<file path="src/common/alu_pkg.sv">
`default_nettype none

package alu_pkg;

    // --------------------
    // widths
    // --------------------

    // every operand and result field is sized from this constant
    localparam int unsigned alu_data_width = 32;

    // the tag only has to tell in-flight requests apart, so 16 values are plenty
    localparam int unsigned alu_tag_width = 4;

    // --------------------
    // opcodes
    // --------------------

    // encodings 6 and 7 are spare and decode to a zero result in the datapath
    typedef enum logic [2:0] {
        op_add  = 3'd0,
        op_sub  = 3'd1,
        op_and  = 3'd2,
        op_or   = 3'd3,
        op_xor  = 3'd4,
        op_sltu = 3'd5
    } alu_op_e;

    // --------------------
    // request and response
    // --------------------

    // one request word as it travels from upstream through the queue
    // it is 3 + 32 + 32 + 4 = 71 bits wide
    typedef struct packed {
        alu_op_e                    op;
        logic [alu_data_width-1:0]  a;
        logic [alu_data_width-1:0]  b;
        logic [alu_tag_width-1:0]   tag;
    } alu_req_t;

    // carry holds the adder carry out for add
    // for sub and sltu it holds the subtractor borrow out instead
    // logic ops always report zero here
    typedef struct packed {
        logic carry;
        logic zero;
    } alu_flags_t;

    // the response keeps the request tag so downstream can match it
    // it is 32 + 2 + 4 = 38 bits wide
    typedef struct packed {
        logic [alu_data_width-1:0]  result;
        alu_flags_t                 flags;
        logic [alu_tag_width-1:0]   tag;
    } alu_rsp_t;

endpackage : alu_pkg

`default_nettype wire

</file>
<file path="src/alu/ripple_carry_adder.sv">
`timescale 1ns/1ps
`default_nettype none

module ripple_carry_adder #(
    parameter int n = 32
) (
    input  wire  [n-1:0] a,
    input  wire  [n-1:0] b,
    input  wire          carry_in,
    output logic [n-1:0] sum,
    output logic         carry_out
);

    // carry[i] is the carry into bit i and carry[n] leaves the top bit
    logic [n:0] carry;

    assign carry[0] = carry_in;

    // --------------------
    // full adder cells
    // --------------------

    for (genvar i = 0; i < n; i++) begin : g_fa_cell
        // the sum bit is the odd parity of the three inputs
        assign sum[i] = a[i] ^ b[i] ^ carry[i];

        // carry out whenever at least two of the three inputs are set
        assign carry[i+1] = (a[i] & b[i]) |
                            (a[i] & carry[i]) |
                            (b[i] & carry[i]);
    end : g_fa_cell

    assign carry_out = carry[n];

endmodule : ripple_carry_adder

`default_nettype wire

</file>
<file path="src/alu/ripple_carry_subtraction.sv">
`timescale 1ns/1ps
`default_nettype none

module ripple_carry_subtraction #(
    parameter int n = 32
) (
    input  wire  [n-1:0] a,
    input  wire  [n-1:0] b,
    input  wire          borrow_in,
    output logic [n-1:0] diff,
    output logic         borrow_out
);

    // borrow[i] is the borrow taken into bit i from below
    // borrow[n] is the borrow the top bit asks of the next word
    logic [n:0] borrow;

    assign borrow[0] = borrow_in;

    // --------------------
    // full subtractor cells
    // --------------------

    // per bit truth table for a - b - bin
    //   a b bin | d bout
    //   0 0  0  | 0  0
    //   0 0  1  | 1  1
    //   0 1  0  | 1  1
    //   0 1  1  | 0  1
    //   1 0  0  | 1  0
    //   1 0  1  | 0  0
    //   1 1  0  | 0  0
    //   1 1  1  | 1  1
    for (genvar i = 0; i < n; i++) begin : g_fs_cell
        // the difference bit has the same parity form as an adder sum
        assign diff[i] = a[i] ^ b[i] ^ borrow[i];

        // borrow when b exceeds a outright
        // or when the bits are equal and a borrow is already pending
        assign borrow[i+1] = (~a[i] & b[i]) |
                             (~(a[i] ^ b[i]) & borrow[i]);
    end : g_fs_cell

    // with a zero borrow in this is set exactly when b > a unsigned
    assign borrow_out = borrow[n];

endmodule : ripple_carry_subtraction

`default_nettype wire

</file>
<file path="src/alu/alu_datapath.sv">
`timescale 1ns/1ps
`default_nettype none

module alu_datapath
    import alu_pkg::*;
(
    input  wire           clk,
    input  wire           rst_n,
    input  wire           issue,
    input  wire alu_req_t req,
    output logic          dp_valid,
    output alu_rsp_t      dp_rsp
);

    // --------------------
    // arithmetic units
    // --------------------

    logic [alu_data_width-1:0] sum;
    logic                      carry_out;
    logic [alu_data_width-1:0] diff;
    logic                      borrow_out;

    // next response word, registered below
    logic [alu_data_width-1:0] result;
    alu_flags_t                flags;
    alu_rsp_t                  rsp_next;

    // single word arithmetic only so the chain inputs are tied low
    ripple_carry_adder #(
        .n (alu_data_width)
    ) adder_inst (
        .a         (req.a),
        .b         (req.b),
        .carry_in  (1'b0),
        .sum       (sum),
        .carry_out (carry_out)
    );

    // the subtractor serves both op_sub and op_sltu
    // a < b unsigned is the same thing as a borrow out of a - b
    ripple_carry_subtraction #(
        .n (alu_data_width)
    ) subtractor_inst (
        .a          (req.a),
        .b          (req.b),
        .borrow_in  (1'b0),
        .diff       (diff),
        .borrow_out (borrow_out)
    );

    // --------------------
    // opcode decode
    // --------------------

    always_comb begin
        result      = '0;
        flags.carry = 1'b0;

        case (req.op)
            op_add: begin
                result      = sum;
                flags.carry = carry_out;
            end
            op_sub: begin
                result      = diff;
                flags.carry = borrow_out;
            end
            op_and: begin
                result = req.a & req.b;
            end
            op_or: begin
                result = req.a | req.b;
            end
            op_xor: begin
                result = req.a ^ req.b;
            end
            op_sltu: begin
                // the borrow lands in bit 0 and the upper bits stay zero
                result      = {{(alu_data_width-1){1'b0}}, borrow_out};
                flags.carry = borrow_out;
            end
            default: begin
                // spare encodings give a zero result with no carry
                result      = '0;
                flags.carry = 1'b0;
            end
        endcase

        // zero follows the selected result for every opcode
        flags.zero = (result == '0);

        rsp_next.result = result;
        rsp_next.flags  = flags;
        rsp_next.tag    = req.tag;
    end

    // --------------------
    // output register
    // --------------------

    // the valid bit is control state and starts low
    always_ff @(posedge clk or negedge rst_n) begin
        if (!rst_n) begin
            dp_valid <= 1'b0;
        end else begin
            dp_valid <= issue;
        end
    end

    // payload loads every cycle and is qualified by dp_valid
    // so back to back issues simply replace each other one per clock
    always_ff @(posedge clk) begin
        dp_rsp <= rsp_next;
    end

endmodule : alu_datapath

`default_nettype wire

</file>
<file path="src/alu/alu_result_stage.sv">
`timescale 1ns/1ps
`default_nettype none

module alu_result_stage
    import alu_pkg::*;
#(
    parameter int rsp_credits = 2
) (
    input  wire           clk,
    input  wire           rst_n,
    input  wire           dp_valid,
    input  wire alu_rsp_t dp_rsp,
    input  wire           rsp_credit,
    output logic          issue_ok,
    output logic          rsp_valid,
    output alu_rsp_t      rsp
);

    // downstream never returns more than it was given
    // so the counter only has to reach rsp_credits
    localparam int credit_w = $clog2(rsp_credits + 1);

    // --------------------
    // response buffer
    // --------------------

    // two entries are enough to cover the datapath register plus one stall
    alu_rsp_t buf_mem [2];
    logic     wr_ptr;
    logic     rd_ptr;
    logic [1:0] buf_count;

    logic [credit_w-1:0] credit_cnt;

    // an entry leaving this cycle frees its slot for the issue decision
    logic [1:0] occupancy;

    // the head goes out whenever there is both data and a credit to spend
    assign rsp_valid = (buf_count != 2'd0) && (credit_cnt != '0);
    assign rsp       = buf_mem[rd_ptr];

    // entries still held after this edge plus the one in the datapath register
    // must stay below two or the next issue could overflow the buffer
    assign occupancy = buf_count + {1'b0, dp_valid} - {1'b0, rsp_valid};
    assign issue_ok  = (occupancy < 2'd2);

    always_ff @(posedge clk) begin
        if (dp_valid) begin
            buf_mem[wr_ptr] <= dp_rsp;
        end
    end

    always_ff @(posedge clk or negedge rst_n) begin
        if (!rst_n) begin
            wr_ptr    <= 1'b0;
            rd_ptr    <= 1'b0;
            buf_count <= 2'd0;
        end else begin
            if (dp_valid) begin
                wr_ptr <= ~wr_ptr;
            end
            if (rsp_valid) begin
                rd_ptr <= ~rd_ptr;
            end
            buf_count <= occupancy;
        end
    end

    // --------------------
    // downstream credits
    // --------------------

    // each valid spends one credit and each returned pulse gives one back
    always_ff @(posedge clk or negedge rst_n) begin
        if (!rst_n) begin
            credit_cnt <= credit_w'(rsp_credits);
        end else begin
            credit_cnt <= credit_cnt
                        - {{(credit_w-1){1'b0}}, rsp_valid}
                        + {{(credit_w-1){1'b0}}, rsp_credit};
        end
    end

endmodule : alu_result_stage

`default_nettype wire

</file>
<file path="src/source/credit_request_queue.sv">
`timescale 1ns/1ps
`default_nettype none

module credit_request_queue
    import alu_pkg::*;
#(
    parameter int queue_depth = 4
) (
    input  wire           clk,
    input  wire           rst_n,
    input  wire           req_valid,
    input  wire alu_req_t req,
    input  wire           issue_ok,
    output logic          head_valid,
    output alu_req_t      head,
    output logic          issue,
    output logic          req_credit
);

    // pointers need at least one bit even for a single entry queue
    localparam int ptr_w   = (queue_depth > 1) ? $clog2(queue_depth) : 1;
    localparam int count_w = $clog2(queue_depth + 1);

    // --------------------
    // storage
    // --------------------

    alu_req_t mem [queue_depth];

    logic [ptr_w-1:0]   wr_ptr;
    logic [ptr_w-1:0]   rd_ptr;
    logic [count_w-1:0] count;

    logic full;
    logic push;

    assign full = (count == count_w'(queue_depth));

    // upstream spends a credit per request so it cannot overrun us
    // a stray write into a full queue is dropped rather than corrupting an entry
    assign push = req_valid && !full;

    // the head is visible the cycle after it was written
    assign head_valid = (count != '0);
    assign head       = mem[rd_ptr];

    // popping the head is the issue into the datapath
    assign issue = head_valid && issue_ok;

    always_ff @(posedge clk) begin
        if (push) begin
            mem[wr_ptr] <= req;
        end
    end

    // --------------------
    // pointers and count
    // --------------------

    // the depth need not be a power of two so wrap explicitly
    always_ff @(posedge clk or negedge rst_n) begin
        if (!rst_n) begin
            wr_ptr <= '0;
            rd_ptr <= '0;
            count  <= '0;
        end else begin
            if (push) begin
                if (wr_ptr == ptr_w'(queue_depth - 1)) begin
                    wr_ptr <= '0;
                end else begin
                    wr_ptr <= wr_ptr + 1'b1;
                end
            end

            if (issue) begin
                if (rd_ptr == ptr_w'(queue_depth - 1)) begin
                    rd_ptr <= '0;
                end else begin
                    rd_ptr <= rd_ptr + 1'b1;
                end
            end

            count <= count
                   + {{(count_w-1){1'b0}}, push}
                   - {{(count_w-1){1'b0}}, issue};
        end
    end

    // --------------------
    // upstream credit return
    // --------------------

    // one pulse per freed slot, one cycle after the pop
    always_ff @(posedge clk or negedge rst_n) begin
        if (!rst_n) begin
            req_credit <= 1'b0;
        end else begin
            req_credit <= issue;
        end
    end

endmodule : credit_request_queue

`default_nettype wire

</file>
<file path="src/source/credit_alu_top.sv">
`timescale 1ns/1ps
`default_nettype none

module credit_alu_top
    import alu_pkg::*;
#(
    parameter int queue_depth = 4,
    parameter int rsp_credits = 2
) (
    input  wire           clk,
    input  wire           rst_n,
    input  wire           req_valid,
    input  wire alu_req_t req,
    input  wire           rsp_credit,
    output logic          req_credit,
    output logic          rsp_valid,
    output alu_rsp_t      rsp
);

    // --------------------
    // internal paths
    // --------------------

    alu_req_t head;
    logic     issue;
    logic     issue_ok;
    logic     dp_valid;
    alu_rsp_t dp_rsp;

    // queue depth doubles as the upstream credit count
    // head_valid is left open here because issue already folds it in
    credit_request_queue #(
        .queue_depth (queue_depth)
    ) credit_request_queue_inst (
        .clk        (clk),
        .rst_n      (rst_n),
        .req_valid  (req_valid),
        .req        (req),
        .issue_ok   (issue_ok),
        .head_valid (),
        .head       (head),
        .issue      (issue),
        .req_credit (req_credit)
    );

    // the popped head goes straight into the one cycle datapath
    alu_datapath alu_datapath_inst (
        .clk      (clk),
        .rst_n    (rst_n),
        .issue    (issue),
        .req      (head),
        .dp_valid (dp_valid),
        .dp_rsp   (dp_rsp)
    );

    // the result stage throttles issue so the datapath never overruns it
    alu_result_stage #(
        .rsp_credits (rsp_credits)
    ) alu_result_stage_inst (
        .clk        (clk),
        .rst_n      (rst_n),
        .dp_valid   (dp_valid),
        .dp_rsp     (dp_rsp),
        .rsp_credit (rsp_credit),
        .issue_ok   (issue_ok),
        .rsp_valid  (rsp_valid),
        .rsp        (rsp)
    );

endmodule : credit_alu_top

`default_nettype wire

</file>
<file path="config.mk">
export PLATFORM = sky130hd
export DESIGN_NAME = credit_alu_top
export DESIGN_NICKNAME = d
export VERILOG_FILES = /design/src/common/alu_pkg.sv /design/src/alu/ripple_carry_adder.sv /design/src/alu/ripple_carry_subtraction.sv /design/src/alu/alu_datapath.sv /design/src/alu/alu_result_stage.sv /design/src/source/credit_request_queue.sv /design/src/source/credit_alu_top.sv
export SDC_FILE = /design/constraint.sdc
export NUM_CORES = 1
export LEC_CHECK = 0
export BUFFER_PORTS_ARGS = -buffer_cell sky130_fd_sc_hd__clkbuf_2
export CAP_MARGIN = 30
export CORE_MARGIN = 2
export CORE_UTILIZATION = 40
export CTS_CLUSTER_SIZE = 16
export DETAILED_ROUTE_END_ITERATION = 8
export PLACE_DENSITY = 0.56
export SKIP_LAST_GASP = 1
export SLEW_MARGIN = 10
export SYNTH_ARGS = -nofsm -noshare
export SYNTH_HDL_FRONTEND = slang
export SYNTH_SLANG_ARGS = --single-unit
</file>
<file path="constraint.sdc">
create_clock -name clk -period 10 [get_ports clk]
set_input_delay 1 -clock clk [delete_from_list [all_inputs] [get_ports clk]]
set_output_delay 1 -clock clk [all_outputs]
set_load 0.02 [all_outputs]
</file>
==> flow_metrics.tcl, run 1 <==
set metrics [dict create \
    status "finished, final reports clean" \
    final_nets 1588 \
    fillers 4225 \
    dp_cells 1971 \
    grt_max_degree 72 \
    path_class "reg -> reg" \
    final_max_slew_viol_count 0 \
    cap_violations 0 \
    met3_usage_pct 2.671 \
    ys_ff_latch 412 \
    htree_levels 2 \
    dieArea_um2 49450 \
    dieWidth_um 222.4 \
    via_count 11010 \
    synth-main-ff-cell "edfxtp_1" \
    cts.repair.resized 0 \
    clockBufferDepth 3 \
    drive_gt1_share_pct 23.49 \
    cp.arrival_ns 6.70 \
    diodes 0 \
    crit_start "credit_request_queue_inst.rd_ptr[0]" \
    setup_viol 0 \
    antenna_left 0 \
    start_util_pct 40.20 \
    wire_per_inst_um 21.29 \
    cts_setup_buffers 0 \
    gp_congestion 0.9131 \
    cts_buffers 46 \
    syn_area_per_cell_um2 15.04 \
    die_h_um 222.4 \
    critPathSlowestCell "a2111oi_1" \
    synth_edf_count 360 \
    grt_util_met2_pct 28.90 \
    required_ns 10.48 \
    numPortBuffers 114 \
    critPathLaunchType "register" \
    fin_crit_ns 6.222 \
    grt_pass1_wl_um 67390 \
    regArea_um2 11930 \
    track_usage_pct 17.94 \
    syn_nets 1451 \
    rsz0062_at_grt "false" \
    critical_path.cell_chain "buf_4, mux4_2, inv_1, ha_1, nor2_1, a221o_1, nor3_1, o221ai_1, a2111oi_1, a2111oi_0, o41ai_1, nor2_1, o31ai_1, o221ai_1, nand4b_1, nor4_2" \
    antenna_found_initial 0 \
    clk_pin_slew_ns 0.06 \
    hp-class "in -> async" \
    async_reset_ff_share_pct 3.398 \
    finalNonFillerCells 2058 \
    grt_pass1_vias 11160 \
    path_max_fanout 29 \
    finClkSkew_ns 0.02755 \
    clockRootBuffer "clkbuf_16" \
    critPathMaxStageDelay_ns 0.88 \
    multiInputGateArea_um2 6526 \
    max_slew_margin_pct 30.07 \
    ys_types 82 \
    tightest_slew_ns 1.033 \
    finalHoldViolCount 0 \
    grt.busiest_layer "met2" \
    clock.fmax_ghz 0.1607 \
    holdWs_ns 0.3256 \
    drc 0 \
    ys_seq_area_share_pct 62.51 \
    ctsHoldBuffers 0 \
    grt_remaining_overflow 0 \
    ioPinCount 115 \
    yosys_warnings 0 \
    rrSetupSlack_ns 3.78 \
    detail_route.vias_per_cell 5.351 \
    rows 80 \
    synth_area_um2 19070 \
    clock_latency_ns 0.59 \
    reg2reg_from "credit_request_queue_inst.rd_ptr[0]" \
    fin_setup_tns_ns 0 \
    first_pass_iters 5 \
    critPathCaptureType "register" \
    synthesis.instances 1268 \
    area.growth.synth_to_final_pct 13.86 \
    drtIter0Drc 796 \
    core_um2 47450 \
    use_met1_pct 25.24 \
    dp_hpwl_um 29350 \
    cts_num_sinks 412 \
    cts_tree "built" \
    routed_wl_um 43820 \
    fin_crit_sh_pct 62.22 \
]
## state kept, by name (all words and copies together), names as in the netlist
register and flops:
alu_result_stage_inst.buf_mem 76, alu_datapath_inst.dp_valid 1, credit_request_queue_inst.wr_ptr 2, alu_result_stage_inst.wr_ptr 1
credit_request_queue_inst.rd_ptr 2, alu_result_stage_inst.rd_ptr 1, credit_request_queue_inst.count 3, alu_datapath_inst.dp_rsp 38
alu_result_stage_inst.buf_count 2, alu_result_stage_inst.credit_cnt 2, credit_request_queue_inst.mem 284
## cell families after synthesis
family | share of synthesized area [%]
AO/OA/AOI/OAI | 8.495
XOR/XNOR | 1.286
adder cells (fa/ha/maj) | 7.124
buffers and inverters | 3.418
flip-flops | 62.51
multiplexers | 11.55
AND/OR/NAND/NOR | 5.622
## layout make-up
class / count / share of cell area (%)
clock buffer: 60 / 5.686
clock inverter: 26 / 0.8008
inverter: 100 / 1.728
multi-input combinational: 714 / 30.05
sequential: 412 / 54.92
tap: 615 / 3.543
timing repair buffer: 131 / 3.272
## synthesized netlist by cell type (all sizes together), types with 9 or more instances
| library cell | instances | area, um^2 |
|---|---|---|
| o31ai | 9 | 72.57 |
| xnor2 | 16 | 140.1 |
| buf | 25 | 182.7 |
| ha | 107 | 1339 |
| nand2 | 39 | 146.4 |
| or3 | 10 | 63.81 |
| mux2i | 9 | 90.09 |
| a21oi | 52 | 260.3 |
| edfxtp | 360 | 10810 |
| nor2 | 85 | 319.1 |
| and2 | 10 | 62.56 |
| inv | 100 | 375.4 |
| o211ai | 10 | 75.07 |
| clkbuf | 17 | 93.84 |
| or2 | 11 | 68.82 |
| dfrtp | 13 | 325.3 |
| o22ai | 9 | 56.30 |
| nor3 | 21 | 105.1 |
| dfxtp | 38 | 760.7 |
| mux2 | 43 | 484.2 |
| a211oi | 9 | 67.56 |
| o21ai | 45 | 225.2 |
| xor2 | 12 | 105.1 |
| a22oi | 27 | 202.7 |
| mux4 | 72 | 1629 |
## layout by cell type, fill, tap and decap left out, drive strengths merged, types with 10 or more instances in the layout
| cell type | netlist | final |
|---|---|---|
| a21oi | 52 | 52 |
| a22oi | 27 | 27 |
| and2 | 10 | 10 |
| buf | 25 | 17 |
| clkbuf | 17 | 174 |
| clkinv | 0 | 18 |
| dfrtp | 13 | 13 |
| dfxtp | 38 | 38 |
| edfxtp | 360 | 360 |
| ha | 107 | 107 |
| inv | 100 | 105 |
| mux2 | 43 | 43 |
| mux4 | 72 | 72 |
| nand2 | 39 | 39 |
| nor2 | 85 | 85 |
| nor3 | 21 | 21 |
| o211ai | 10 | 10 |
| o21ai | 45 | 45 |
| or2 | 11 | 11 |
| or3 | 10 | 10 |
| xnor2 | 16 | 16 |
| xor2 | 12 | 12 |
## worst max-delay path, delay by kind of cell (launching register included)
family,cells,cell delay [ns]
adders and majority gates,1,0.32
buffers and inverters,2,0.66
AOI/OAI and AO/OA,7,3.03
muxes,1,0.63
and+or+nand+nor,5,0.82
DFF,1,0.59
## through the flow
| stage | util, % | setup WS, ns | instance area (um^2) |
|---|---|---|---|
| 3_3_place_gp | 42.76 | 4.008 | 20290 |
| 6_report | 45.78 | 3.778 | 21720 |
| 5_1_grt | 45.78 | 3.277 | 21720 |
| 3_5_place_dp | 42.76 | 3.874 | 20290 |
| 2_1_floorplan | - | 3.803 | 19070 |
| 4_1_cts | 45.73 | 3.817 | 21700 |
## routing by layer
layer,vias up,wire length (um)
li1,5166,-
met4,0,911
met3,63,2158
met5,-,0
met1,5449,20310
met2,334,20430
## path summary, 6_finish.rpt
check,to,cells past startpoint
max,alu_datapath_inst.dp_rsp[4],16
min,alu_result_stage_inst.buf_count[1],1
max reg2reg,alu_datapath_inst.dp_rsp[4],16
min reg2reg,alu_result_stage_inst.buf_mem[0][20],0
max in group asynchronous,alu_result_stage_inst.credit_cnt[1],1
min in group clk,alu_result_stage_inst.buf_mem[0][20],0
Power of run 1 is left out: the tool's default activity adds up to more than one toggle a clock period on the data nets, which glitch-free logic cannot reach.
==> run 2, diff against run 1 <==
--- a/config.mk
+++ b/config.mk
@@ -5,13 +5,14 @@
 export SDC_FILE = /design/constraint.sdc
 export NUM_CORES = 1
 export LEC_CHECK = 0
+export ABC_AREA = 1
 export BUFFER_PORTS_ARGS = -buffer_cell sky130_fd_sc_hd__clkbuf_2
 export CAP_MARGIN = 30
 export CORE_MARGIN = 2
 export CORE_UTILIZATION = 40
 export CTS_CLUSTER_SIZE = 16
 export DETAILED_ROUTE_END_ITERATION = 8
-export PLACE_DENSITY = 0.56
+export PLACE_DENSITY = 0.58
 export SKIP_LAST_GASP = 1
 export SLEW_MARGIN = 10
 export SYNTH_ARGS = -nofsm -noshare
==> constraint.sdc (replaced) <==
create_clock -name clk -period 5.2 [get_ports clk]
set_input_delay 0.52 -clock clk [delete_from_list [all_inputs] [get_ports clk]]
set_output_delay 0.52 -clock clk [all_outputs]
set_load 0.02 [all_outputs]
==> run 2 against run 1 <==
Effect of this change:
- maximum frequency up 12%
- clock skew fell by 0.016 ns
- sequential share of layout area fell by 3.3 points
- worst hold slack worse by 0.15 ns
- flip-flop and latch count unchanged
- critical path type unchanged
- wire length shrank 1.3%
- the flow now finishes with violations (setup timing)
- register-to-register slack worse by 4.1 ns
==> flow_metrics.tcl, run 2 <==
set metrics [dict create \
    status "finished, violations left" \
    violations "setup timing" \
    layout_common_cells "nand2_1 (459), edfxtp_1 (360), buf_4 (180)" \
    syn_nets 1880 \
    finalNonFillerCells 2617 \
    fin_crit_sh_pct 106.7 \
    dieArea_um2 48660 \
    crit_path_end "alu_datapath_inst.dp_rsp[4]" \
    core_um2 46460 \
    clockRootBuffer "clkbuf_16" \
    critPathMaxStageDelay_ns 0.54 \
    antenna_found_initial 1 \
    final_max_slew_viol_count 0 \
    gp_congestion 0.8349 \
    synth_area_um2 18760 \
    cap_violations 0 \
    largest_reg_flops 284 \
    rsz0062_at_grt "true" \
    antenna_left 0 \
    detail_route.vias_per_cell 4.885 \
    ys_seq_area_share_pct 63.54 \
    critPathSlowestCell "dfrtp_4" \
    synth.largest_area_cell "edfxtp_1" \
    cts_num_sinks 412 \
    rrSetupSlack_ns -0.35 \
    synthesis.instances 1697 \
    diodes 0 \
    max_slew_margin_pct 56.13 \
    setup_viol 6 \
    synth_xor_area_share_pct 1.027 \
    muxShareOfSynthArea_pct 0 \
    grt_remaining_overflow 0 \
    reg2reg_from "credit_request_queue_inst.rd_ptr[0]" \
    regMostFlops "credit_request_queue_inst.mem" \
    required_ns 5.69 \
    finalHoldViolCount 0 \
    grt_pass1_wl_um 65490 \
    syn_area_per_cell_um2 11.06 \
    ys_ff_latch 412 \
    hp-class "in -> reg" \
    final_nets 2162 \
    via_count 12780 \
    grt_pass1_vias 12350 \
    synth-adder-area-share_pct 7.242 \
    synth.area.top_cells "edfxtp_1 (58%), nand2_1 (10%), ha_1 (7.1%)" \
    clk_pin_slew_ns 0.06 \
    async_reset_ff_share_pct 3.398 \
    synth-main-ff-cell "edfxtp_1" \
    cts_buffers 42 \
    fin_ws_ns -0.3470 \
    finClkSkew_ns 0.01191 \
    numPortBuffers 114 \
    fin_setup_tns_ns -1.434 \
    drc 0 \
    crit_start "credit_request_queue_inst.rd_ptr[0]" \
    first_pass_iters 5 \
    track_usage_pct 17.43 \
    wire_per_inst_um 16.53 \
    timing.rr.end "alu_datapath_inst.dp_rsp[4]" \
    cp.arrival_ns 6.04 \
    drtIter0Drc 613 \
    htree_levels 2 \
    synth-compound-area-share_pct 8.996 \
    routed_wl_um 43260 \
    dp_cells 2511 \
    final_common_cell "nand2_1" \
    critPathLaunchType "register" \
    tightest_slew_ns 0.6581 \
    yosys-top-cells-count "nand2_1 (514), edfxtp_1 (360), inv_1 (182)" \
    yosys.area_share.simple_pct 13.38 \
    cts_tree "built" \
    dieWidth_um 220.6 \
    clock_latency_ns 0.56 \
    grt_max_degree 54 \
    synth_edf_count 360 \
    path_class "reg -> reg" \
    die_h_um 220.6 \
    synth_top_family_by_area "simple AND/OR/NAND/NOR gates" \
    clockBufferDepth 3 \
    dp_hpwl_um 28200 \
    critPathCaptureType "register" \
    path_max_fanout 5 \
    biggestRegsByFlops "credit_request_queue_inst.mem x284, alu_result_stage_inst.buf_mem x76, alu_datapath_inst.dp_rsp x38" \
    drive_gt1_share_pct 24.73 \
    ioPinCount 115 \
    yosys_warnings 0 \
    area.growth.synth_to_final_pct 23.23 \
    clock.fmax_ghz 0.1803 \
    start_util_pct 40.39 \
    fillers 4094 \
    yosysMostFrequentCell "nand2_1" \
    fin_crit_ns 5.547 \
    yosysTopAreaCellShare_pct 57.62 \
    path_common_cell "nand2_1" \
    rows 79 \
    ys_types 49 \
    r2r_cells 69 \
]
[run 2: cell families (layout without fill, tap and decap cells)]
family / Yosys count / in the layout
compound gates: 265 / 265
xor+xnor: 22 / 22
flops: 412 / 412
fa+ha+maj: 108 / 108
simple gates: 632 / 632
buf+inv: 258 / 571
[run 2: worst max-delay path, delay by kind of cell (launching register included)]
family | cells | cell delay (ns)
buffers and inverters | 1 | 0.16
flip-flops | 1 | 0.54
AND/OR/NAND/NOR | 65 | 4.31
adder cells (fa/ha/maj) | 1 | 0.23
AO/OA/AOI/OAI | 2 | 0.19
[run 2: worst min-delay path by stage]
stage,startpoint,cells past startpoint,endpoint
final,req[30],1,credit_request_queue_inst.mem[3][30]
after global routing,req[12],1,credit_request_queue_inst.mem[2][12]
after CTS,req[47],1,credit_request_queue_inst.mem[3][47]
after detailed placement,alu_datapath_inst.dp_rsp[1],0,alu_result_stage_inst.buf_mem[1][1]
after global placement,alu_datapath_inst.dp_rsp[18],0,alu_result_stage_inst.buf_mem[0][18]
after floorplan,rst_n,0,alu_datapath_inst.dp_valid
[run 2: timing repair]
item / in CTS / in global routing
hold buffers: 1 / 0
endpoints found under the hold margin: 13 / 0
setup endpoints to repair: 7 / 13
pin swaps: 5 / 53
gates resized for setup: 15 / 107
gates cloned: 1 / 2
buffers inserted: 4 / 23
[run 2: through the flow]
| step | util (%) | hold WS (ns) | instance area (um^2) | worst slack [ns] |
|---|---|---|---|---|
| after CTS | 48.49 | 0.1412 | 22530 | -0.2804 |
| after global routing | 49.77 | 0.1563 | 23120 | -0.9905 |
| after detailed placement | 45.34 | 0.4128 | 21060 | -0.3163 |
| after floorplan | - | 0.2244 | 19020 | -1.401 |
| after global placement | 45.29 | 0.4040 | 21040 | -0.2876 |
| final | 49.77 | 0.1782 | 23120 | -0.3470 |
[run 2: final cells by class]
cell class | count | area (um^2) | share of cell area, %
Sequential cell | 412 | 11930 | 51.58
Multi-Input combinational cell | 1027 | 6197 | 26.80
Timing Repair Buffer | 308 | 2171 | 9.389
Clock buffer | 54 | 1137 | 4.919
Tap cell | 607 | 759.5 | 3.285
Inverter | 188 | 723.2 | 3.128
Clock inverter | 21 | 207.7 | 0.8983
[run 2: routing by layer]
layer  GRT usage [%]  vias up  share of wire (%)
met3           2.653       66                4.1
met5               0        -              0.018
met4           5.400        2                2.2
li1                -     6374                  -
met1           22.88     6122                 45
met2           29.78      219                 49
Power of run 2 is left out for the same reason.
